$ cat config.mk
export PLATFORM = sky130hd
export DESIGN_NAME = instrMemory
export DESIGN_NICKNAME = d
export VERILOG_FILES = /design/src/common/cpuPkg.sv /design/src/rtl/instrMemory.sv
export SDC_FILE = /design/constraint.sdc
export NUM_CORES = 2
export LEC_CHECK = 0
export ABC_CLOCK_PERIOD_IN_PS = 3900
export BUFFER_PORTS_ARGS = -buffer_cell sky130_fd_sc_hd__buf_2
export CORE_MARGIN = 2
export CORE_UTILIZATION = 50
export DETAILED_ROUTE_END_ITERATION = 10
export PLACE_DENSITY = 0.65
export SYNTH_ARGS = -nofsm -noshare
export SYNTH_HDL_FRONTEND = slang
export SYNTH_SLANG_ARGS = --single-unit
export TNS_END_PERCENT = 30
$ cat constraint.sdc
create_clock -name clock -period 3.9 [get_ports clock]
set_input_delay 0.195 -clock clock [delete_from_list [all_inputs] [get_ports clock]]
set_output_delay 0.195 -clock clock [all_outputs]
set_load 0.02 [all_outputs]
$ cat src/common/cpuPkg.sv
package cpuPkg;

    // datapath and address widths
    localparam int dataWidth = 16;
    localparam int addrWidth = 8;

    // instruction field widths
    localparam int opcodeWidth = 4;
    localparam int fieldWidth  = dataWidth - opcodeWidth;
    localparam int aluOpWidth  = 4;
    localparam int aluImmWidth = dataWidth - opcodeWidth - aluOpWidth;

    // instruction buffer sizing
    localparam int bufferDepth      = 4;
    localparam int bufferPtrWidth   = $clog2(bufferDepth);
    localparam int bufferCountWidth = $clog2(bufferDepth + 1);

    // divide by zero saturates to all ones
    localparam logic [dataWidth-1:0] divZeroResult = 16'hFFFF;

    // opcode 0 and anything above opHalt behave as a no operation
    typedef enum logic [opcodeWidth-1:0] {
        opLdi      = 4'h1,
        opLoad     = 4'h2,
        opStore    = 4'h3,
        opAluImm   = 4'h4,
        opAluMem   = 4'h5,
        opJump     = 4'h6,
        opJumpZero = 4'h7,
        opOut      = 4'h8,
        opHalt     = 4'h9
    } opcodeT;

    // same order as the original sixteen operation ALU
    typedef enum logic [aluOpWidth-1:0] {
        aluAdd, aluSub, aluMul, aluDiv,
        aluShl, aluShr, aluRol, aluRor,
        aluAnd, aluOr, aluXor, aluNor,
        aluNand, aluXnor, aluGreater, aluEqual
    } aluOpT;

    // address form, low bits of field are the address, all of it the ldi immediate
    typedef struct packed {
        opcodeT                opcode;
        logic [fieldWidth-1:0] field;
    } addrFormT;

    // alu form, operand is an immediate or a data address
    typedef struct packed {
        opcodeT                 opcode;
        aluOpT                  aluOp;
        logic [aluImmWidth-1:0] operand;
    } aluFormT;

    // one instruction word, two decodes
    typedef union packed {
        addrFormT addrForm;
        aluFormT  aluForm;
    } instrU;

endpackage

$ cat src/rtl/instrMemory.sv
module instrMemory (
    input  logic                         clock,
    input  logic                         progWrite,
    input  logic [cpuPkg::addrWidth-1:0] progAddr,
    input  logic [cpuPkg::dataWidth-1:0] progData,
    input  logic                         readEnable,
    input  logic [cpuPkg::addrWidth-1:0] readAddr,
    output logic [cpuPkg::dataWidth-1:0] readData
);
    import cpuPkg::*;

    // program storage, one word per address
    logic [dataWidth-1:0] memArray [0:(1 << addrWidth)-1];

    // load port, used while the machine is stopped
    always_ff @(posedge clock) begin
        if (progWrite) begin
            memArray[progAddr] <= progData;
        end
    end

    // fetch port, one cycle latency
    // same-address write in the same cycle returns the old word
    always_ff @(posedge clock) begin
        if (readEnable) begin
            readData <= memArray[readAddr];
        end
    end

endmodule

==> results.tsv <==
metric	value	unit
worstSetupPathType	reg2reg	
hpwl	250	mm
p_comb_frac	0.051	
synth.area.mux_share	0.155	
powerDensity	508	mW/mm²
vias_per_cell	6.39	
start_util	0.504	
min_period	3.32	ns
p_seq_frac	0.532	
drive_above_1_share	0.261	
clkLatencyLatePin	0.97	ns
grt_util_all_layers	0.255	
rsz0062_at_grt	false	
min_path_type	in2reg	
clkTransAtPathRegs	0.07	ns
swShare	0.215	
synth_top_family_by_area	multiplexers	
synth-seq-cells	4112	
tightest_slew	1.24	ns
drtAntennaViolNets	0	
layout_commonest_cell	edfxtp_1	
core-area	0.315	mm²
setup.worst_path.start_class	flip-flop	
ys_warn_count	0	
avgRoutedWirePerCell	33.2	µm
yosys.cell_types.count	51	
fillers	22700	
place_ws	-0.0662	ns
ys_seq_area_frac	0.777	
synth-xor-area-share	0	
cpMaxStageDelayCell	o32ai_1	
internal_power	72.1	mW
fin_crit_sh	0.850	
place.gp.congestion	0.893	
grt_first_pass_wirelength	588	mm
syn_inst	7360	
numCtsBuffers	403	
antenna_found_initial	18	
fin_area	0.181	mm²
slowest_delay	0.97	ns
seq_area	0.123	mm²
hold_slack	0.0935	ns
p_leak	57.6	nW
path_cells	mux4_2 > mux4_2 > a22o_1 > o32ai_1 > buf_4 > nor4_1	
dr.first_iter.drc_count	10400	
outcome	finished, final reports clean	
grt_pass1_vias	78900	
yosys.area_share.adder	0	
vdd_drop_max	394	µV
fp.dieH	568	µm
synth_simple_gate_area_share	0.0157	
setup_slack	0.584	ns
path_buf_inv	1	
fmax	0.302	GHz
clkPwrFrac	0.417	
cts_htree_levels	5	
via_count	79800	
placed_area	0.168	mm²
multi_input_area	0.0330	mm²
final_nets	8009	
dr.pass1.iters	5	
crit_top_cell	mux4_2	
routed_wl	414	mm
io-pin-count	51	
path_max_fanout	1	
end_kind	flip-flop	
syn_nets	7395	
cp.required	4.60	ns
io_buffers	50	
finalHoldViolations	0	
grt_max_degree	131	
dieWidth	568	µm
grt_overflow_total	0	
slew_headroom	0.171	
synth.avg_cell_area	21.6	µm²
synth_area	0.159	mm²
cts_num_sinks	4112	
arrival	4.02	ns
root_buffer	clkbuf_16	
drc	0	
layout_common_cells	edfxtp_1 (4,112), mux4_2 (797), mux2i_1 (565)	
rows	206	
synth_compound_area_frac	0.0353	
switching_power	19.7	mW
drv_slew	0	
finalSetupViolCount	0	
cts_buffer_depth	4	
cts_tree	done	
die_area	0.322	mm²
crit_family	compound AO/OA/AOI/OAI gates	
max-cap-violations	0	
finClkSkew	0.0627	ns
area_growth	13.8	%
==> final timing paths <==
check / startpoint / end / slack, ns / depth (start not counted)
setup reg to reg: memArray[27][0] / readData[0] / 0.58 / 6
hold / removal: progAddr[0] / memArray[203][3] / 0.09 / 4
hold reg to reg: memArray[192][11] / readData[11] / 1.17 / 6
setup / recovery: memArray[27][0] / readData[0] / 0.58 / 6
==> cell type report <==
cell class | count | area share
antenna | 8 | 0.000111
clock buffer | 491 | 0.0578
clock inverter | 245 | 0.0140
inverter | 4 | 0.000152
multi-input combinational | 2792 | 0.182
sequential | 4112 | 0.683
tap | 4160 | 0.0288
timing repair buffer | 661 | 0.0340
==> flip-flops by register name, indices dropped and copies added (netlist names) <==
| register | cells |
|---|---|
| memArray | 4096 |
| readData | 16 |
==> cells by family (layout without fill, tap and decap cells) <==
group / Yosys count / after routing
AOI/OAI and AO/OA: 786 / 786
buffers and inverters: 456 / 1401
DFF: 4112 / 4112
muxes: 1450 / 1450
other: 0 / 8
and+or+nand+nor: 556 / 556
==> cells in the mapped netlist, drive strengths merged <==
| library cell | count | area (µm²) |
|---|---|---|
| a2111oi | 6 | 52.6 |
| a211oi | 18 | 135 |
| a21o | 2 | 15.0 |
| a21oi | 175 | 876 |
| a221oi | 28 | 245 |
| a22o | 32 | 280 |
| a22oi | 43 | 323 |
| a31oi | 6 | 37.5 |
| and2 | 2 | 12.5 |
| and3 | 11 | 68.8 |
| and4 | 2 | 17.5 |
| buf | 222 | 1810 |
| clkbuf | 230 | 863 |
| edfxtp | 4112 | 123000 |
| inv | 4 | 15.0 |
| mux2 | 88 | 991 |
| mux2i | 565 | 5660 |
| mux4 | 797 | 17900 |
| nand2 | 38 | 143 |
| nand2b | 3 | 18.8 |
| nand3 | 35 | 175 |
| nand3b | 1 | 7.51 |
| nand4 | 26 | 163 |
| nand4b | 3 | 26.3 |
| nor2 | 304 | 1140 |
| nor2b | 9 | 56.3 |
| nor3 | 92 | 460 |
| nor3b | 1 | 7.51 |
| nor4 | 18 | 119 |
| nor4bb | 2 | 20.0 |
| o21ai | 38 | 190 |
| o221ai | 253 | 2220 |
| o22ai | 148 | 926 |
| o31ai | 16 | 120 |
| o32ai | 21 | 191 |
| or2 | 5 | 31.3 |
| or3 | 2 | 12.5 |
| or3b | 1 | 8.76 |
| or4b | 1 | 10.0 |
==> per-stage QoR <==
step	util	power (mW)	TNS [ns]	cells
floorplan	-	52.1	0	7360
global placement	0.531	54.3	-0.0742	11700
detailed placement	0.531	54.4	-0.0662	11700
CTS	0.573	92.2	0	12500
global route	0.573	94.1	0	12500
finish	0.573	91.8	0	12500
==> worst register-to-register path: stages (launching register included) <==
cell	delay, ns
edfxtp_1	0.35
mux4_2	0.53
mux4_2	0.52
a22o_1	0.37
o32ai_1	0.98
buf_4	0.27
nor4_1	0.06
==> routing by layer <==
metal | vias to the layer above | GRT usage | wire length, µm
met5 | - | 0 | 43
met4 | 6 | 0.0869 | 15300
met3 | 691 | 0.0547 | 41600
met2 | 4107 | 0.400 | 196000
met1 | 42400 | 0.358 | 162000
li1 | 32500 | - | -
==> power by group through the flow <==
stage | clock, mW | sequential, mW | combinational (mW)
floorplan | 0 | 49.7 | 2.40
CTS | 38.7 | 48.8 | 4.67
global placement | 0 | 49.7 | 4.56
global route | 40.4 | 48.8 | 4.89
detailed placement | 0 | 49.7 | 4.65
finish | 38.3 | 48.8 | 4.68
==> repair_timing <==
item                                    CTS  global route
resized for setup                         0             0
hold buffers                             18             0
endpoints found under the hold margin  1499             0
buffers inserted                          0             0
Note: power is estimated with default switching activity, not from simulation.
