`src/common/cpuPkg.sv`:
```
package cpuPkg;

    // datapath and address widths
    localparam int dataWidth = 16;
    localparam int addrWidth = 8;

    // instruction field widths
    localparam int opcodeWidth = 4;
    localparam int fieldWidth  = dataWidth - opcodeWidth;
    localparam int aluOpWidth  = 4;
    localparam int aluImmWidth = dataWidth - opcodeWidth - aluOpWidth;

    // instruction buffer sizing
    localparam int bufferDepth      = 4;
    localparam int bufferPtrWidth   = $clog2(bufferDepth);
    localparam int bufferCountWidth = $clog2(bufferDepth + 1);

    // divide by zero saturates to all ones
    localparam logic [dataWidth-1:0] divZeroResult = 16'hFFFF;

    // opcode 0 and anything above opHalt behave as a no operation
    typedef enum logic [opcodeWidth-1:0] {
        opLdi      = 4'h1,
        opLoad     = 4'h2,
        opStore    = 4'h3,
        opAluImm   = 4'h4,
        opAluMem   = 4'h5,
        opJump     = 4'h6,
        opJumpZero = 4'h7,
        opOut      = 4'h8,
        opHalt     = 4'h9
    } opcodeT;

    // same order as the original sixteen operation ALU
    typedef enum logic [aluOpWidth-1:0] {
        aluAdd, aluSub, aluMul, aluDiv,
        aluShl, aluShr, aluRol, aluRor,
        aluAnd, aluOr, aluXor, aluNor,
        aluNand, aluXnor, aluGreater, aluEqual
    } aluOpT;

    // address form, low bits of field are the address, all of it the ldi immediate
    typedef struct packed {
        opcodeT                opcode;
        logic [fieldWidth-1:0] field;
    } addrFormT;

    // alu form, operand is an immediate or a data address
    typedef struct packed {
        opcodeT                 opcode;
        aluOpT                  aluOp;
        logic [aluImmWidth-1:0] operand;
    } aluFormT;

    // one instruction word, two decodes
    typedef union packed {
        addrFormT addrForm;
        aluFormT  aluForm;
    } instrU;

endpackage

```
`src/fetch/fetchUnit.sv`:
```
module fetchUnit (
    input  logic                         clock,
    input  logic                         rst,
    input  logic                         start,
    input  logic                         almostFull,
    input  logic                         redirect,
    input  logic [cpuPkg::addrWidth-1:0] redirectAddr,
    input  logic                         haltReq,
    input  logic [cpuPkg::dataWidth-1:0] readData,
    output logic                         readEnable,
    output logic [cpuPkg::addrWidth-1:0] readAddr,
    output logic                         push,
    output logic [cpuPkg::dataWidth-1:0] pushWord,
    output logic [cpuPkg::addrWidth-1:0] pushAddr,
    output logic                         running
);
    import cpuPkg::*;

    logic [addrWidth-1:0] pc;
    // one read in flight at most, returns the cycle after issue
    logic                 pending;
    logic [addrWidth-1:0] pendingAddr;

    // no new read while the buffer is nearly full
    // a redirect or halt cycle also issues nothing, next read follows it
    assign readEnable = running & ~almostFull & ~redirect & ~haltReq;
    assign readAddr   = pc;

    // word in flight is stale if a redirect lands as it returns
    assign push     = pending & ~redirect;
    assign pushWord = readData;
    assign pushAddr = pendingAddr;

    always_ff @(posedge clock) begin
        if (rst) begin
            pc      <= '0;
            running <= 1'b0;
            pending <= 1'b0;
        end else begin
            // low during redirect, so the old read is dropped
            pending <= readEnable;
            if (haltReq) begin
                running <= 1'b0;
            end else if (start) begin
                running <= 1'b1;
                pc      <= '0;
            end else if (redirect) begin
                pc <= redirectAddr;
            end else if (readEnable) begin
                // wraps 255 to 0
                pc <= pc + 1'b1;
            end
        end
    end

    // address tag follows its word to the buffer
    always_ff @(posedge clock) begin
        if (readEnable) begin
            pendingAddr <= pc;
        end
    end

endmodule

```
`config.mk`:
```
export PLATFORM = sky130hd
export DESIGN_NAME = fetchUnit
export DESIGN_NICKNAME = d
export VERILOG_FILES = /design/src/common/cpuPkg.sv /design/src/fetch/fetchUnit.sv
export SDC_FILE = /design/constraint.sdc
export NUM_CORES = 1
export LEC_CHECK = 0
export ABC_AREA = 1
export BUFFER_PORTS_ARGS = -buffer_cell sky130_fd_sc_hd__buf_2
export CAP_MARGIN = 0
export CELL_PAD_IN_SITES_DETAIL_PLACEMENT = 0
export CELL_PAD_IN_SITES_GLOBAL_PLACEMENT = 2
export CORE_AREA = 2 2 71 73
export CTS_BUF_LIST = sky130_fd_sc_hd__clkbuf_2
export DETAILED_ROUTE_END_ITERATION = 12
export DIE_AREA = 0 0 73 75
export PLACE_DENSITY_LB_ADDON = 0.1
export REMOVE_ABC_BUFFERS = 1
export SLEW_MARGIN = 20
export SYNTH_ARGS = -nofsm -noshare
export SYNTH_HDL_FRONTEND = slang
export SYNTH_SLANG_ARGS = --single-unit
```
`constraint.sdc`:
```
create_clock -name clock -period 1.95 [get_ports clock]
set_clock_uncertainty 0.1 [all_clocks]
set_input_delay 0.39 -clock clock [delete_from_list [all_inputs] [get_ports clock]]
set_output_delay 0.39 -clock clock [all_outputs]
set_load 0.02 [all_outputs]
```
==> metrics.txt <==
placer congestion estimate 0.678; vias in the first global route 861; crit-path max FO 7; Slew Limit Fails 0; Layout Nets ~180; clk_lat worst skew between 0.2 and 0.3 ns; share of layout cells above drive strength 1 about a third; IO Pins 65; simple logic cell fraction of the synthesized area slightly below 30%; Logic pwr share between 10% and 20%; CP max stage cell dfxtp_1; CP peak stage delay 0.38 ns; Clock Path Buffers 2; Setup crit end kind output pin; sw frac 28.2%; DR pass1 iterations 4; number of buffers created by CTS 3; pwr dens between 500 and 600 nW/µm²; Synth cell types 23; FF+latch count, synth 18; Internal Power 0.479 mW; Site Rows 25; multi-input combinational cell area approximately 380 µm²; asr flop ratio synth 0%; Core ar. ~4700 µm²; final hold violation count 0; YS warnings 0; CTS Sinks 18; Worst-Margin Slew roughly 0.31 ns; GRT overflow 0; WL final about 2800 µm; routed len/inst ~14 µm; Die Area about 5500 µm²; hold buffers post-CTS 0; Initial Util 21.7%; outcome finished clean; Worst Reg-to-Reg Cells 8; critical path data required time about 1.5 ns; pre-CTS setup slack between 0.2 and 0.3 ns; clock share of power 25.1%; Flop pwr share about three fifths; mux cell area share after synthesis 0%; worst path cell trace nand2_1 > nor3_1 > buf_4 > buf_2; RSZ-0062 raised after global routing no; H-tree Lvls 1; worst path arrival time about 1.3 ns; Clock transition at path regs about 0.18 ns; EDFF count, synth 8; # diodes 0; post-route ant nets 0; period utilization between 90% and 100%; Max Clk Rate about 0.56 GHz; critical path class flop to output pin; Leak 0.519 nW; ys flop type dfxtp_1; Post-Synth Adder-Cell Area ~1.2%; Fillers roughly 520; Sequential Area 440 µm²; Seq/Total Area, Yosys 43.6%; Post-CTS Setup Inserts 0; Worst Setup Start Kind flop; final setup fails 0; total of max-cap violations 0; Clock Root Buffer clkbuf_2; Layout area overhead 14.7%; initial antenna violation count 0; XOR/XNOR Fraction of Synth Area 0.867%; fin worst setup slack roughly 0.17 ns; syn_area_per_cell just under 8 µm²; mapped cell area ~1000 µm²; post-detail-place hpwl ~2000 µm; cell count after synthesis about 130; area fraction in compound gates after synthesis under 10%; DRC violations left 0; Hold Path Cell Cnt 2; DR vias/cell a little over 4; Post-CTS Resized 0; largest net degree at the start of global routing 12; Total GRT Usage 10.8%; maximum VDD drop ~0.15 mV; first-pass GRT wire length 4370 µm; sw power between 0.15 and 0.2 mW; main combinational cell family by area after synthesis simple AND/OR/NAND/NOR gates; clock period minus worst slack roughly 1.8 ns; Worst slew margin 79.0%; DR iter-0 viols 40; slack of the worst reg-to-reg path between 0.4 and 0.5 ns; hold crit path type input pin to flop; Final Power approximately 0.67 mW; die extent in x between 70 and 80 µm; die span in y approximately 75 µm; CTS tree yes; DR vias between 800 and 900; Port Buf Inserts 32
==> routing by layer <==
layer / wire length, µm / global-route usage [%] / part of all wire (%) / vias to the layer above
met3: 168 / 3.88 / 6.0 / 2
met2: 1250 / 17.2 / 45 / 30
met5: 0 / 0 / 0 / -
li1: - / - / - / 436
met1: 1340 / 13.3 / 48 / 379
met4: 34 / 4.32 / 1.2 / 0
==> cell type report <==
type / instances / area share, %
Clock inverter: 1 / 0.324
Sequential cell: 18 / 38.0
Inverter: 12 / 3.89
Clock buffer: 3 / 1.30
Tap cell: 54 / 5.83
Timing Repair Buffer: 38 / 17.7
Multi-Input combinational cell: 78 / 32.9
==> state kept, by name, indices dropped and copies added, names as in the netlist <==
name and count:
readAddr 8, running 1, pushAddr 8, pending 1
==> power groups by stage <==
stage / Sequential, mW / Clock (mW) / Combinational (mW)
2_1_floorplan: 0.426 / 0 / 0.0402
3_3_place_gp: 0.419 / 0 / 0.0888
3_5_place_dp: 0.419 / 0 / 0.0891
4_1_cts: 0.411 / 0.180 / 0.0895
5_1_grt: 0.413 / 0.189 / 0.101
6_report: 0.411 / 0.167 / 0.0888
==> cell families (layout without fill, tap and decap cells) <==
kind of cell | after synthesis | in the layout
xor+xnor | 1 | 1
compound gates | 12 | 12
simple gates | 64 | 64
fa+ha+maj | 1 | 1
buf+inv | 31 | 54
flops | 18 | 18
==> final timing paths <==
check	start	endpoint
worst min register to register	running$_SDFFE_PP0P_	running$_SDFFE_PP0P_
worst min-delay path	haltReq	running$_SDFFE_PP0P_
worst max-delay path	running$_SDFFE_PP0P_	readEnable
worst max register to register	readAddr[0]$_SDFFE_PP0P_	readAddr[6]$_SDFFE_PP0P_
==> through the flow <==
step	area [µm²]	TNS [ns]	std cells	hold slack (ns)	utilization (%)
4_1_cts	1120	0	199	0.158	24.1
3_5_place_dp	1100	0	195	0.398	23.7
5_1_grt	1160	0	204	0.166	24.9
2_1_floorplan	867	-1.14	108	0.352	-
3_3_place_gp	1100	0	195	0.398	23.7
6_report	1160	0	204	0.178	24.9
==> Yosys cell counts, types with 2 or more instances <==
master / count / area, µm²
a21oi_1: 6 / 30.0
a21oi_2: 2 / 17.5
buf_4: 17 / 128
dfxtp_1: 10 / 200
edfxtp_1: 8 / 240
inv_1: 9 / 33.8
inv_2: 3 / 11.3
nand2_1: 32 / 120
nand2_2: 2 / 12.5
nand3_1: 9 / 45.0
nor2_1: 13 / 48.8
nor2_2: 2 / 12.5
nor3_1: 2 / 10.0
o21ai_0: 3 / 15.0
==> placed cells by master (no fill, tap or decap) <==
cell | Yosys | layout
buf_2 | 0 | 32
nor3_1 | 2 | 2
inv_1 | 9 | 9
dfxtp_1 | 10 | 10
clkinv_1 | 0 | 1
buf_4 | 17 | 6
nor2_2 | 2 | 2
a21oi_2 | 2 | 2
nand4_1 | 1 | 1
clkbuf_2 | 0 | 3
nand3_1 | 9 | 9
inv_2 | 3 | 3
a21oi_1 | 6 | 6
edfxtp_1 | 8 | 8
ha_1 | 1 | 1
nor2_4 | 1 | 1
xnor2_1 | 1 | 1
nor2_1 | 13 | 13
o21ai_1 | 1 | 1
o21ai_0 | 3 | 3
nand3b_4 | 1 | 1
nor4_1 | 1 | 1
nand2_2 | 2 | 2
nand2_1 | 32 | 32
==> critical path: cells and delay by family, from the launching register on <==
family | cells | cell delay (ns)
flops | 1 | 0.38
buf+inv | 2 | 0.36
simple gates | 2 | 0.25
Power figures use the tool's default switching activity.
