File: src/common/cpuPkg.sv
package cpuPkg;

    // datapath and address widths
    localparam int dataWidth = 16;
    localparam int addrWidth = 8;

    // instruction field widths
    localparam int opcodeWidth = 4;
    localparam int fieldWidth  = dataWidth - opcodeWidth;
    localparam int aluOpWidth  = 4;
    localparam int aluImmWidth = dataWidth - opcodeWidth - aluOpWidth;

    // instruction buffer sizing
    localparam int bufferDepth      = 4;
    localparam int bufferPtrWidth   = $clog2(bufferDepth);
    localparam int bufferCountWidth = $clog2(bufferDepth + 1);

    // divide by zero saturates to all ones
    localparam logic [dataWidth-1:0] divZeroResult = 16'hFFFF;

    // opcode 0 and anything above opHalt behave as a no operation
    typedef enum logic [opcodeWidth-1:0] {
        opLdi      = 4'h1,
        opLoad     = 4'h2,
        opStore    = 4'h3,
        opAluImm   = 4'h4,
        opAluMem   = 4'h5,
        opJump     = 4'h6,
        opJumpZero = 4'h7,
        opOut      = 4'h8,
        opHalt     = 4'h9
    } opcodeT;

    // same order as the original sixteen operation ALU
    typedef enum logic [aluOpWidth-1:0] {
        aluAdd, aluSub, aluMul, aluDiv,
        aluShl, aluShr, aluRol, aluRor,
        aluAnd, aluOr, aluXor, aluNor,
        aluNand, aluXnor, aluGreater, aluEqual
    } aluOpT;

    // address form, low bits of field are the address, all of it the ldi immediate
    typedef struct packed {
        opcodeT                opcode;
        logic [fieldWidth-1:0] field;
    } addrFormT;

    // alu form, operand is an immediate or a data address
    typedef struct packed {
        opcodeT                 opcode;
        aluOpT                  aluOp;
        logic [aluImmWidth-1:0] operand;
    } aluFormT;

    // one instruction word, two decodes
    typedef union packed {
        addrFormT addrForm;
        aluFormT  aluForm;
    } instrU;

endpackage

File: src/rtl/instrBuffer.sv
module instrBuffer (
    input  logic                         clock,
    input  logic                         rst,
    input  logic                         push,
    input  logic [cpuPkg::dataWidth-1:0] pushWord,
    input  logic [cpuPkg::addrWidth-1:0] pushAddr,
    input  logic                         pop,
    input  logic                         flush,
    output logic [cpuPkg::dataWidth-1:0] headWord,
    output logic [cpuPkg::addrWidth-1:0] headAddr,
    output logic                         empty,
    output logic                         almostFull
);
    import cpuPkg::*;

    // word and address pairs
    logic [dataWidth-1:0] wordMem [0:bufferDepth-1];
    logic [addrWidth-1:0] addrMem [0:bufferDepth-1];

    logic [bufferPtrWidth-1:0]   wrPtr;
    logic [bufferPtrWidth-1:0]   rdPtr;
    logic [bufferCountWidth-1:0] count;
    logic                        full;
    logic                        doPush;
    logic                        doPop;

    assign empty      = (count == '0);
    assign full       = (count == bufferCountWidth'(bufferDepth));
    // one free slot left, enough for the read in flight
    assign almostFull = (count >= bufferCountWidth'(bufferDepth - 1));

    assign doPush = push & ~full;
    assign doPop  = pop & ~empty;

    // head is visible without a pop
    assign headWord = wordMem[rdPtr];
    assign headAddr = addrMem[rdPtr];

    always_ff @(posedge clock) begin
        if (rst || flush) begin
            // flush wins over a push in the same cycle
            wrPtr <= '0;
            rdPtr <= '0;
            count <= '0;
        end else begin
            if (doPush) begin
                wrPtr <= wrPtr + 1'b1;
            end
            if (doPop) begin
                rdPtr <= rdPtr + 1'b1;
            end
            // push with pop leaves the count alone
            case ({doPush, doPop})
                2'b10:   count <= count + 1'b1;
                2'b01:   count <= count - 1'b1;
                default: count <= count;
            endcase
        end
    end

    // storage
    always_ff @(posedge clock) begin
        if (doPush && !flush) begin
            wordMem[wrPtr] <= pushWord;
            addrMem[wrPtr] <= pushAddr;
        end
    end

endmodule

File: config.mk
export PLATFORM = sky130hd
export DESIGN_NAME = instrBuffer
export DESIGN_NICKNAME = d
export VERILOG_FILES = /design/src/common/cpuPkg.sv /design/src/rtl/instrBuffer.sv
export SDC_FILE = /design/constraint.sdc
export NUM_CORES = 1
export LEC_CHECK = 0
export BUFFER_PORTS_ARGS = -buffer_cell sky130_fd_sc_hd__buf_2
export CAP_MARGIN = 10
export CORE_MARGIN = 8
export CORE_UTILIZATION = 48
export CTS_CLUSTER_SIZE = 25
export DETAILED_ROUTE_END_ITERATION = 7
export GPL_ROUTABILITY_DRIVEN = 1
export PLACE_DENSITY = 0.76
export SYNTH_ARGS = -nofsm -noshare
export SYNTH_HDL_FRONTEND = slang
export SYNTH_SLANG_ARGS = --single-unit
export TNS_END_PERCENT = 10
File: constraint.sdc
create_clock -name clock -period 2.85 [get_ports clock]
set_input_delay 0.1425 -clock clock [delete_from_list [all_inputs] [get_ports clock]]
set_output_delay 0.1425 -clock clock [all_outputs]
set_load 0.005 [all_outputs]
==> flow_summary_export.csv, run 1 <==
group,metric,value,unit
timing,maximum_clock_rate,431,MHz
floorplan,placeableCoreArea,8090,µm²
setup_path,worst_ep_arrival_time,2.61,ns
route,detail_route.vias_per_cell,5.23,
timing,final-hold-violation-count,0,
final_layout,layout_common_cells,"96 x sky130_fd_sc_hd__edfxtp_1, 54 x sky130_fd_sc_hd__buf_2, 24 x sky130_fd_sc_hd__mux4_2, 21 x sky130_fd_sc_hd__dlygate4sd3_1, 10 x sky130_fd_sc_hd__buf_4",
power_and_ir_drop,vdd.ir_drop.worst,305,µV
place,numPlacedInstances,343,
setup_path,critical_path.startpoint_type,"flop",
clock_network,cts_inserted_buffers,9,
clock_network,cts_tree,"built",
logic_synthesis,synth-xor-area-share,0.00443,
route,wire_per_inst,18.5,µm
logic_synthesis,synth_cell_type_count,22,
timing,period_minus_slack,2.32,ns
global_route,wire_length_of_the_first_global_routing_pass,11500,µm
timing,final_cycle_share,0.814,
clock_network,clkTransAtPathRegs,0.09,ns
clock_network,ctsHtreeMaxLevel,3,
place,hpwl,4740,µm
clock_network,ctsLongestPathBuffers,2,
route,route.layer.met1.wl,2740,µm
global_route,maximum_number_of_pins_on_one_net_before_global_route_repair,25,
global_route,grt_pass1_vias,2231,
setup_path,worstPathRequired,3.14,ns
final_layout,area_delta_synth_final,22.5,%
route,drtAntennaViolNets,0,
route,drt_pass1_iterations,4,
timing,report.final.slew_viol_count,0,
route,highest_layer,"met4",
final_layout,fillerInstances,607,
clock_network,insertion_delay,0.35,ns
setup_path,timing.critical_path.slowest_stage_cell,"sky130_fd_sc_hd__o31ai_4",
logic_synthesis,synth_compound_gate_area_share,0.0155,
logic_synthesis,post_synth_mux_area_share,0.142,
setup_path,crit_type,"reg -> reg",
floorplan,ioPinCount,55,
setup_path,worst-path-buf-inv,2,
run,maxCapViolations,0,
place,port_buffers,54,
timing,timing_worst_slew_pin_value,0.495,ns
setup_path,r2r_slack,0.53,ns
logic_synthesis,syn-instance-count,180,
clock_network,root_buffer,"sky130_fd_sc_hd__clkbuf_8",
logic_synthesis,post_synth_instance_area,3960,µm²
timing,fin_skew,0.00781,ns
global_route,grt_antenna_before_repair,0,
route,met3WireLength,364,µm
timing,setup_violations,0,
final_layout,finish.net_count,305,
clock_network,cts.sink_count,105,
setup_path,worst_path_dominant_cell_family,"adder cells",
logic_synthesis,top_area_cells_in_the_synthesized_netlist,"sky130_fd_sc_hd__edfxtp_1 73%, sky130_fd_sc_hd__mux4_2 14%, sky130_fd_sc_hd__dfxtp_1 4.6%, sky130_fd_sc_hd__ha_1 1.6%, sky130_fd_sc_hd__nor3b_1 0.76%",
logic_synthesis,synth_area_per_cell,22.0,µm²
final_layout,finalNonFillerCells,380,
setup_path,cpMostUsedCell,"sky130_fd_sc_hd__inv_1",
logic_synthesis,yosysWarningCount,0,
logic_synthesis,synth_simple_gate_area_share,0.0291,
logic_synthesis,synth_seq_cells,105,
timing,max-slew-margin-rel,0.670,
route,detailroute.wirelength.met2,3780,µm
final_layout,most_frequent_standard_cell_in_the_layout_excluding_fill_and_tap_cells,"sky130_fd_sc_hd__edfxtp_1",
final_layout,num_antenna_cells,0,
timing,grt_setup_unrepaired,"false",
route,route.final.wire_length,7020,µm
logic_synthesis,synth_top_area_share,0.729,
floorplan,chipHeight,107,µm
route,drc,0,
route,vias,1987,
route,detailedRoute.firstIterationViolations,72,
setup_path,biggest_cell_delay_along_the_critical_path,0.43,ns
run_status,status,"completed",
power_and_ir_drop,powerDensity,587,nW/µm²
final_layout,drive_gt1_frac,0.404,
place,globalplace.congestion,0.687,
min_path,hp-class,"in -> reg",
power_and_ir_drop,total_leakage_power,1.64,nW
global_route,overflow,0,
floorplan,rows,33,
setup_path,crit_path_max_fanout,7,
logic_synthesis,syn-num-nets,215,
logic_synthesis,synth_fa_ha_area_frac,0.0209,
setup_path,timing.critical_path.to_type,"flop",
setup_path,cell_by_cell_trace_of_the_critical_path,"inv_1, o31ai_4, ha_1, inv_1, fa_1, xor2_1, or3_1, a21oi_1",
logic_synthesis,yosys.area.top_type,"sky130_fd_sc_hd__edfxtp_1",
floorplan,start_util,0.489,
logic_synthesis,dominant_combinational_cell_family_by_area_after_synthesis,"multiplexers",
floorplan,die_width,107,µm
logic_synthesis,seq_total_area_yosys,0.774,
floorplan,design.die.area,11400,µm²
timing,setup-tns-final,0,ns
global_route,global_route.usage.total,0.133,
[routing by layer]
metal,up-vias,GRT usage
li1,908,-
met1,1023,0.146
met2,43,0.234
met3,13,0.0396
met4,0,0.0603
met5,-,0
[synth_stat cells]
| master | count |
|---|---|
| sky130_fd_sc_hd__o21ai_0 | 5 |
| sky130_fd_sc_hd__or3_1 | 2 |
| sky130_fd_sc_hd__a21oi_1 | 3 |
| sky130_fd_sc_hd__buf_1 | 1 |
| sky130_fd_sc_hd__buf_2 | 3 |
| sky130_fd_sc_hd__nor3_2 | 1 |
| sky130_fd_sc_hd__dfxtp_1 | 9 |
| sky130_fd_sc_hd__mux2i_1 | 2 |
| sky130_fd_sc_hd__o31ai_4 | 1 |
| sky130_fd_sc_hd__nor2_1 | 4 |
| sky130_fd_sc_hd__fa_1 | 1 |
| sky130_fd_sc_hd__ha_1 | 5 |
| sky130_fd_sc_hd__nor3b_1 | 4 |
| sky130_fd_sc_hd__xor2_1 | 2 |
| sky130_fd_sc_hd__inv_1 | 6 |
| sky130_fd_sc_hd__buf_4 | 2 |
| sky130_fd_sc_hd__edfxtp_1 | 96 |
| sky130_fd_sc_hd__nor2b_1 | 1 |
| sky130_fd_sc_hd__nand2_1 | 6 |
| sky130_fd_sc_hd__or4b_1 | 1 |
| sky130_fd_sc_hd__or2_4 | 1 |
| sky130_fd_sc_hd__mux4_2 | 24 |
[path summary, 6_finish.rpt]
check / start / endpoint / cells past startpoint
setup / recovery: count[2] / count[2] / 8
hold reg to reg: rdPtr[0] / flop / 2
setup reg to reg: count[2] / count[2] / 8
hold / removal: pushAddr[3] / addrMem[0][3] / 1
[through the flow]
step           setup slack (ns)  power [mW]   util  cell area (µm²)  hold WS [ns]
4_1_cts                   0.533        2.88  0.598             4840       0.00175
3_5_place_dp              0.561        1.89  0.546             4420         0.364
2_1_floorplan           0.00464        1.82      -             3960         0.241
3_3_place_gp              0.671        1.89  0.546             4420         0.356
5_1_grt                   0.394        2.95  0.599             4850       0.00333
6_report                  0.530        2.85  0.599             4850        0.0129
[registers in the layout (all words and copies together), names as in the netlist, named ones only]
name and cells:
wordMem 64, addrMem 32, count 3, rdPtr 2, wrPtr 2
[report_power, final]
part	internal (mW)	switching, mW	total (mW)
Sequential	1.71	0.0115	1.72
Combinational	0.0852	0.0740	0.159
Clock	0.495	0.475	0.970
Total	2.29	0.561	2.85
[area by class of cell]
class                           count  area, µm²  share of cell area
Sequential cell                   105       3060               0.632
Multi-Input combinational cell     63        857               0.177
Timing Repair Buffer               85        556               0.115
Tap cell                          105        131              0.0271
Clock buffer                        9        124              0.0255
Clock inverter                      7       93.8              0.0194
Inverter                            6       22.5             0.00465
[worst register-to-register path, stage by stage (launching register included)]
cell	delay, ns
sky130_fd_sc_hd__dfxtp_1	0.40
sky130_fd_sc_hd__inv_1	0.10
sky130_fd_sc_hd__o31ai_4	0.43
sky130_fd_sc_hd__ha_1	0.28
sky130_fd_sc_hd__inv_1	0.06
sky130_fd_sc_hd__fa_1	0.39
sky130_fd_sc_hd__xor2_1	0.17
sky130_fd_sc_hd__or3_1	0.30
sky130_fd_sc_hd__a21oi_1	0.13
[cells by family (layout without fill, tap and decap cells)]
kind of cell / after synthesis / after routing
mux: 26 / 26
simple gates: 20 / 20
compound gates: 9 / 9
xor+xnor: 2 / 2
flops: 105 / 105
fa+ha+maj: 6 / 6
buf+inv: 12 / 107
[timing repair]
| item | 4_1_cts | 5_1_grt |
|---|---|---|
| gates resized for setup | 0 | 0 |
| setup buffers | 0 | 0 |
| hold buffers | 20 | 1 |
| endpoints found under the hold margin | 75 | 4 |
Power figures use the tool's default switching activity.
==> run 2: changes to the inputs <==
--- a/config.mk
+++ b/config.mk
@@ -5,6 +5,7 @@
 export SDC_FILE = /design/constraint.sdc
 export NUM_CORES = 1
 export LEC_CHECK = 0
+export ABC_AREA = 1
 export BUFFER_PORTS_ARGS = -buffer_cell sky130_fd_sc_hd__buf_2
 export CAP_MARGIN = 10
 export CORE_MARGIN = 8
==> constraint.sdc (replaced) <==
create_clock -name clock -period 2 [get_ports clock]
set_input_delay 0.1 -clock clock [delete_from_list [all_inputs] [get_ports clock]]
set_output_delay 0.1 -clock clock [all_outputs]
set_load 0.005 [all_outputs]
==> run 2 against run 1 <==
Clock skew is 0.0032 ns lower. Synthesized area rose by 7.8%. Cell count is 34% higher. Clock-buffer cell count grew 1. Largest power group unchanged. Highest routed layer unchanged.
==> flow_summary_export.csv, run 2 <==
group,metric,value,unit
global_route,overflow,0,
route,drt_pass1_iterations,4,
floorplan,start_util,0.491,
final_layout,most_frequent_standard_cell_in_the_layout_excluding_fill_and_tap_cells,"sky130_fd_sc_hd__edfxtp_1",
route,drc,0,
clock_network,ctsLongestPathBuffers,2,
logic_synthesis,synth_simple_gate_area_share,0.0904,
floorplan,chipHeight,110,µm
place,port_buffers,54,
timing,setup-tns-final,0,ns
logic_synthesis,yosys.area.top_type,"sky130_fd_sc_hd__edfxtp_1",
global_route,grt_pass1_vias,2677,
run,maxCapViolations,0,
final_layout,finish.net_count,432,
final_layout,area_delta_synth_final,20.1,%
timing,max-slew-margin-rel,0.736,
logic_synthesis,postSynth.asyncResetShare,0,
place,numPlacedInstances,470,
route,detailedRoute.firstIterationViolations,156,
logic_synthesis,synth_seq_cells,105,
power_and_ir_drop,powerDensity,778,nW/µm²
final_layout,largest_register_ff_count,64,
logic_synthesis,top_area_cells_in_the_synthesized_netlist,"sky130_fd_sc_hd__edfxtp_1 68%, sky130_fd_sc_hd__o22ai_2 5.9%, sky130_fd_sc_hd__o21ai_0 5.5%, sky130_fd_sc_hd__dfxtp_1 4.2%, sky130_fd_sc_hd__nor2_1 3.5%",
final_layout,utilization,0.590,
setup_path,biggest_cell_delay_along_the_critical_path,0.47,ns
power_and_ir_drop,power.total,3.98,mW
min_path,hp-class,"in -> reg",
final_layout,multi_input_comb_area,1040,µm²
final_layout,fillerInstances,694,
clock_network,ctsHtreeMaxLevel,3,
timing,maximum_clock_rate,565,MHz
global_route,grt_antenna_before_repair,0,
route,route.final.wire_length,8210,µm
clock_network,cts_inserted_buffers,9,
power_and_ir_drop,power.internal,3.15,mW
logic_synthesis,post-synth-top-count-cell,"sky130_fd_sc_hd__edfxtp_1",
logic_synthesis,seq_total_area_yosys,0.718,
final_layout,drive_gt1_frac,0.339,
route,drtAntennaViolNets,0,
final_layout,num_antenna_cells,0,
global_route,global_route.usage.total,0.142,
power_and_ir_drop,netSwitchingPower,839,µW
power_and_ir_drop,clockPowerShare,0.310,
clock_network,clkTransAtPathRegs,0.09,ns
floorplan,placeableCoreArea,8680,µm²
power_and_ir_drop,vdd.ir_drop.worst,398,µV
logic_synthesis,synth_area_per_cell,13.8,µm²
setup_path,cell_by_cell_trace_of_the_critical_path,"buf_4, o21ai_0, o22ai_1, buf_2",
clock_network,root_buffer,"sky130_fd_sc_hd__clkbuf_8",
logic_synthesis,synth-xor-area-share,0,
setup_path,timing.critical_path.slowest_stage_cell,"sky130_fd_sc_hd__dfxtp_2",
floorplan,ioPinCount,55,
logic_synthesis,syn-instance-count,308,
timing,grt_setup_unrepaired,"false",
global_route,maximum_number_of_pins_on_one_net_before_global_route_repair,29,
logic_synthesis,post_synth_mux_area_share,0,
setup_path,crit_type,"reg -> out",
logic_synthesis,post_synth_instance_area,4260,µm²
power_and_ir_drop,p_sw_frac,0.211,
route,detail_route.vias_per_cell,5.19,
logic_synthesis,syn-num-nets,343,
global_route,wire_length_of_the_first_global_routing_pass,13100,µm
logic_synthesis,synth_top_area_share,0.676,
logic_synthesis,synth_top_cells_by_count,"96 x sky130_fd_sc_hd__edfxtp_1, 47 x sky130_fd_sc_hd__o21ai_0, 40 x sky130_fd_sc_hd__nor2_1, 22 x sky130_fd_sc_hd__nor2_2, 20 x sky130_fd_sc_hd__o22ai_2",
timing,final_cycle_share,0.885,
timing,timing_worst_slew_pin_value,0.395,ns
setup_path,critical_path.startpoint_type,"flop",
place,globalplace.congestion,0.756,
setup_path,crit_path_max_fanout,24,
timing,period_minus_slack,1.77,ns
floorplan,rows,34,
power_and_ir_drop,power_frac_comb,0.074,
power_and_ir_drop,total_leakage_power,1.85,nW
route,vias,2644,
logic_synthesis,dominant_combinational_cell_family_by_area_after_synthesis,"compound AO/OA/AOI/OAI gates",
power_and_ir_drop,seqPwrFrac,0.616,
final_layout,finalNonFillerCells,509,
timing,report.final.slew_viol_count,0,
logic_synthesis,synth_compound_gate_area_share,0.132,
floorplan,die_width,110,µm
final_layout,regMostFlops,"wordMem",
clock_network,insertion_delay,0.35,ns
setup_path,worstPathRequired,1.90,ns
setup_path,worst_path_dominant_cell_family,"buffers and inverters",
final_layout,biggestRegsByFlops,"wordMem: 64 flops, addrMem: 32 flops, count: 3 flops",
timing,final-hold-violation-count,0,
logic_synthesis,synth_enable_flop_cells,96,
timing,setup_violations,0,
logic_synthesis,synth_fa_ha_area_frac,0.0194,
clock_network,cts_tree,"built",
final_layout,layout_common_cells,"96 x sky130_fd_sc_hd__edfxtp_1, 54 x sky130_fd_sc_hd__buf_2, 47 x sky130_fd_sc_hd__o21ai_0, 36 x sky130_fd_sc_hd__nor2_1, 26 x sky130_fd_sc_hd__nor2_2",
final_layout,sequential_standard_cell_area,3060,µm²
logic_synthesis,postSynth.topFlopCell,"sky130_fd_sc_hd__edfxtp_1",
setup_path,worst_ep_arrival_time,1.67,ns
logic_synthesis,synth_cell_type_count,23,
setup_path,worst-path-buf-inv,2,
floorplan,design.die.area,12200,µm²
run_status,status,"completed",
timing,fin_skew,0.00460,ns
setup_path,timing.critical_path.to_type,"output pin",
route,wire_per_inst,16.1,µm
timing,whs,0.0354,ns
logic_synthesis,yosysWarningCount,0,
place,hpwl,5410,µm
clock_network,cts.sink_count,105,
==> run 2: kinds of logic after synthesis <==
logic type / count (synthesis)
adder cells (fa/ha/maj): 6
flip-flops: 105
AND/OR/NAND/NOR: 83
buffers and inverters: 35
AO/OA/AOI/OAI: 79
==> run 2: power groups by stage <==
stage	registers, mW	clock network, mW	logic [mW]
after global routing	2.46	1.34	0.328
after CTS	2.46	1.26	0.299
after detailed placement	2.51	0	0.263
after floorplan	2.50	0	0.142
final	2.45	1.23	0.295
after global placement	2.50	0	0.254
==> run 2: worst paths after layout <==
kind	start	end	slack [ns]	depth (start not counted)
worst max register to register	count[2]	count[2]	0.24	12
worst min register to register	wrPtr[1]	wrPtr[1]	0.53	2
worst max-delay path	flop	headAddr[1]	0.23	4
worst min-delay path	rst	count[2]	0.04	4
==> run 2: worst reg2reg max path: cells and delay by family, from the launching register on <==
| kind | cells | cell delay [ns] |
|---|---|---|
| adders and majority gates | 2 | 0.54 |
| buffers and inverters | 3 | 0.21 |
| DFF | 1 | 0.42 |
| and+or+nand+nor | 7 | 0.55 |
==> run 2: repair_timing <==
item / CTS / global route
setup buffers: 0 / 0
hold buffers: 24 / 0
gates resized for setup: 0 / 0
endpoints found under the hold margin: 96 / 0
==> run 2: through the flow <==
step	worst slack, ns	cell area, µm²
3_3_place_gp	0.313	4700
3_5_place_dp	0.239	4700
2_1_floorplan	-0.146	4260
4_1_cts	0.203	5120
6_report	0.229	5120
5_1_grt	0.0555	5120
==> run 2: metal layers <==
metal	up-vias	track usage	routed length [µm]
met2	63	0.239	4150
met1	1291	0.167	3520
met5	-	0	0
met4	0	0.0628	124
met3	10	0.0360	411
li1	1280	-	-
==> run 2: area by class of cell <==
cell class	instances	share of cell area
multi-input combinational	168	0.204
clock inverter	5	0.0110
tap	108	0.0264
inverter	21	0.0154
timing repair buffer	92	0.120
clock buffer	10	0.0249
sequential	105	0.598
==> run 3: changes to the inputs <==
--- a/config.mk
+++ b/config.mk
@@ -14,6 +14,7 @@
 export DETAILED_ROUTE_END_ITERATION = 7
 export GPL_ROUTABILITY_DRIVEN = 1
 export PLACE_DENSITY = 0.76
+export REMOVE_ABC_BUFFERS = 1
 export SYNTH_ARGS = -nofsm -noshare
 export SYNTH_HDL_FRONTEND = slang
 export SYNTH_SLANG_ARGS = --single-unit
==> run 3 against run 2 <==
Maximum frequency decreased by 1.7%. Clock skew increased by 0.0049 ns. Worst setup slack got worse by 0.031 ns. Die area unchanged. Critical path type is now reg -> reg.
==> flow_summary_export.csv, run 3 (synthesis results as in run 2) <==
group,metric,value,unit
timing,final_cycle_share,0.901,
final_layout,num_antenna_cells,0,
floorplan,design.die.area,12200,µm²
clock_network,ctsLongestPathBuffers,2,
timing,whs,0.0228,ns
route,detail_route.vias_per_cell,5.14,
place,post-place-ws,0.221,ns
timing,fin_skew,0.00951,ns
timing,max-slew-margin-rel,0.698,
setup_path,timing.critical_path.slowest_stage_cell,"sky130_fd_sc_hd__dfxtp_1",
global_route,grt_antenna_before_repair,0,
global_route,global_route.usage.total,0.136,
final_layout,finish.net_count,429,
setup_path,timing.critical_path.to_type,"flop",
global_route,maximum_number_of_pins_on_one_net_before_global_route_repair,49,
floorplan,die_width,110,µm
clock_network,insertion_delay,0.35,ns
clock_network,cts_inserted_buffers,9,
route,drtAntennaViolNets,0,
setup_path,worst_path_dominant_cell_family,"adder cells",
power_and_ir_drop,power.internal,3.04,mW
route,detailroute.wirelength.met2,3900,µm
setup_path,worst_ep_arrival_time,2.06,ns
final_layout,most_frequent_standard_cell_in_the_layout_excluding_fill_and_tap_cells,"sky130_fd_sc_hd__edfxtp_1",
run_status,status,"completed",
place,hpwl,5060,µm
global_route,overflow,0,
run,maxCapViolations,0,
setup_path,crit_type,"reg -> reg",
power_and_ir_drop,vdd.ir_drop.worst,421,µV
clock_network,cts.sink_count,105,
setup_path,biggest_cell_delay_along_the_critical_path,0.43,ns
floorplan,rows,34,
floorplan,placeableCoreArea,8680,µm²
final_layout,area_delta_synth_final,19.7,%
clock_network,root_buffer,"sky130_fd_sc_hd__clkbuf_8",
clock_network,cts_tree,"built",
route,route.final.wire_length,7820,µm
min_path,hp-class,"in -> reg",
floorplan,start_util,0.491,
place,placed_area,4690,µm²
timing,timing_worst_slew_pin_value,0.454,ns
setup_path,critical_path.startpoint_type,"flop",
place,globalplace.congestion,0.731,
clock_network,cts.repair.resized,0,
timing,grt_setup_unrepaired,"false",
timing,final-hold-violation-count,0,
route,route.layer.met1.wl,3370,µm
place,numPlacedInstances,467,
route,detailedRoute.firstIterationViolations,200,
final_layout,biggestRegsByFlops,"wordMem: 64 flops, addrMem: 32 flops, count: 3 flops",
power_and_ir_drop,p_sw_frac,0.224,
power_and_ir_drop,powerDensity,767,nW/µm²
setup_path,cpMostUsedCell,"sky130_fd_sc_hd__nand2_1",
floorplan,chipHeight,110,µm
setup_path,cell_by_cell_trace_of_the_critical_path,"inv_2, nand2_2, nand2_1, inv_2, ha_1, inv_1, fa_1, inv_1, nand2_1, nand3_1, nand2_1, nand2_1, nor2_1",
timing,period_minus_slack,1.80,ns
route,wire_per_inst,15.5,µm
clock_network,ctsHtreeMaxLevel,3,
timing,setup-tns-final,0,ns
global_route,grt_pass1_vias,2678,
floorplan,ioPinCount,55,
timing,setup_violations,0,
final_layout,layout_common_cells,"96 x sky130_fd_sc_hd__edfxtp_1, 54 x sky130_fd_sc_hd__buf_2, 47 x sky130_fd_sc_hd__o21ai_0, 36 x sky130_fd_sc_hd__nor2_1, 26 x sky130_fd_sc_hd__nor2_2",
route,highest_layer,"met4",
power_and_ir_drop,power_frac_comb,0.075,
final_layout,postLayoutCellArea,5100,µm²
setup_path,worst-path-buf-inv,4,
setup_path,worstPathRequired,2.25,ns
final_layout,finalNonFillerCells,506,
power_and_ir_drop,total_leakage_power,1.84,nW
place,port_buffers,54,
clock_network,clkTransAtPathRegs,0.10,ns
final_layout,largest_register_ff_count,64,
route,met3WireLength,447,µm
global_route,wire_length_of_the_first_global_routing_pass,12600,µm
power_and_ir_drop,netSwitchingPower,876,µW
timing,maximum_clock_rate,555,MHz
power_and_ir_drop,seqPwrFrac,0.627,
route,vias,2601,
final_layout,drive_gt1_frac,0.337,
timing,report.final.slew_viol_count,0,
timing,fin_ws,0.199,ns
final_layout,regMostFlops,"wordMem",
setup_path,crit_path_max_fanout,4,
route,drt_pass1_iterations,4,
power_and_ir_drop,clockPowerShare,0.298,
route,drc,0,
clock_network,setup_repair_bufs_after_cts,0,
run 3: worst paths after layout:
kind / slack [ns] / to / depth (start not counted) / start
max: 0.20 / count[2] / 13 / count[2]
min: 0.02 / wrPtr[1] / 4 / rst
max reg2reg: 0.20 / count[2] / 13 / count[2]
min reg2reg: 0.52 / rdPtr[1] / 2 / rdPtr[1]
run 3: tightest hold or removal path: stages:
cell	delay, ns
sky130_fd_sc_hd__buf_2	0.08
sky130_fd_sc_hd__nor2_2	0.06
sky130_fd_sc_hd__nand2_1	0.07
sky130_fd_sc_hd__nor2_1	0.03
run 3: power by group through the flow:
stage	Combinational (mW)	Clock (mW)	Sequential, mW
global placement	0.255	0	2.50
finish	0.295	1.16	2.45
detailed placement	0.262	0	2.50
CTS	0.299	1.20	2.45
floorplan	0.127	0	2.51
global route	0.329	1.28	2.46
run 3: layout make-up:
cell class	count	area (µm²)
well taps	108	135
inverters	21	78.8
multi-input cells	168	1040
flip-flops and latches	105	3060
repair buffers	89	606
clock inverters	6	52.6
fillers	668	3580
clock buffers	9	124
run 3: what timing repair did:
action | in CTS | in global routing
endpoints found under the hold margin | 96 | 0
hold buffers | 24 | 0
endpoints found under the setup margin | 0 | 0
run 3: through the flow:
| step | total power [mW] | utilization |
|---|---|---|
| 3_5_place_dp | 2.77 | 0.540 |
| 3_3_place_gp | 2.76 | 0.540 |
| 5_1_grt | 4.06 | 0.588 |
| 6_report | 3.91 | 0.588 |
| 2_1_floorplan | 2.64 | - |
| 4_1_cts | 3.95 | 0.588 |
run 3: routing by layer:
metal | up-vias | GRT usage
met2 | 62 | 0.232
met1 | 1255 | 0.161
met5 | - | 0
li1 | 1276 | -
met3 | 8 | 0.0302
met4 | 0 | 0.0580
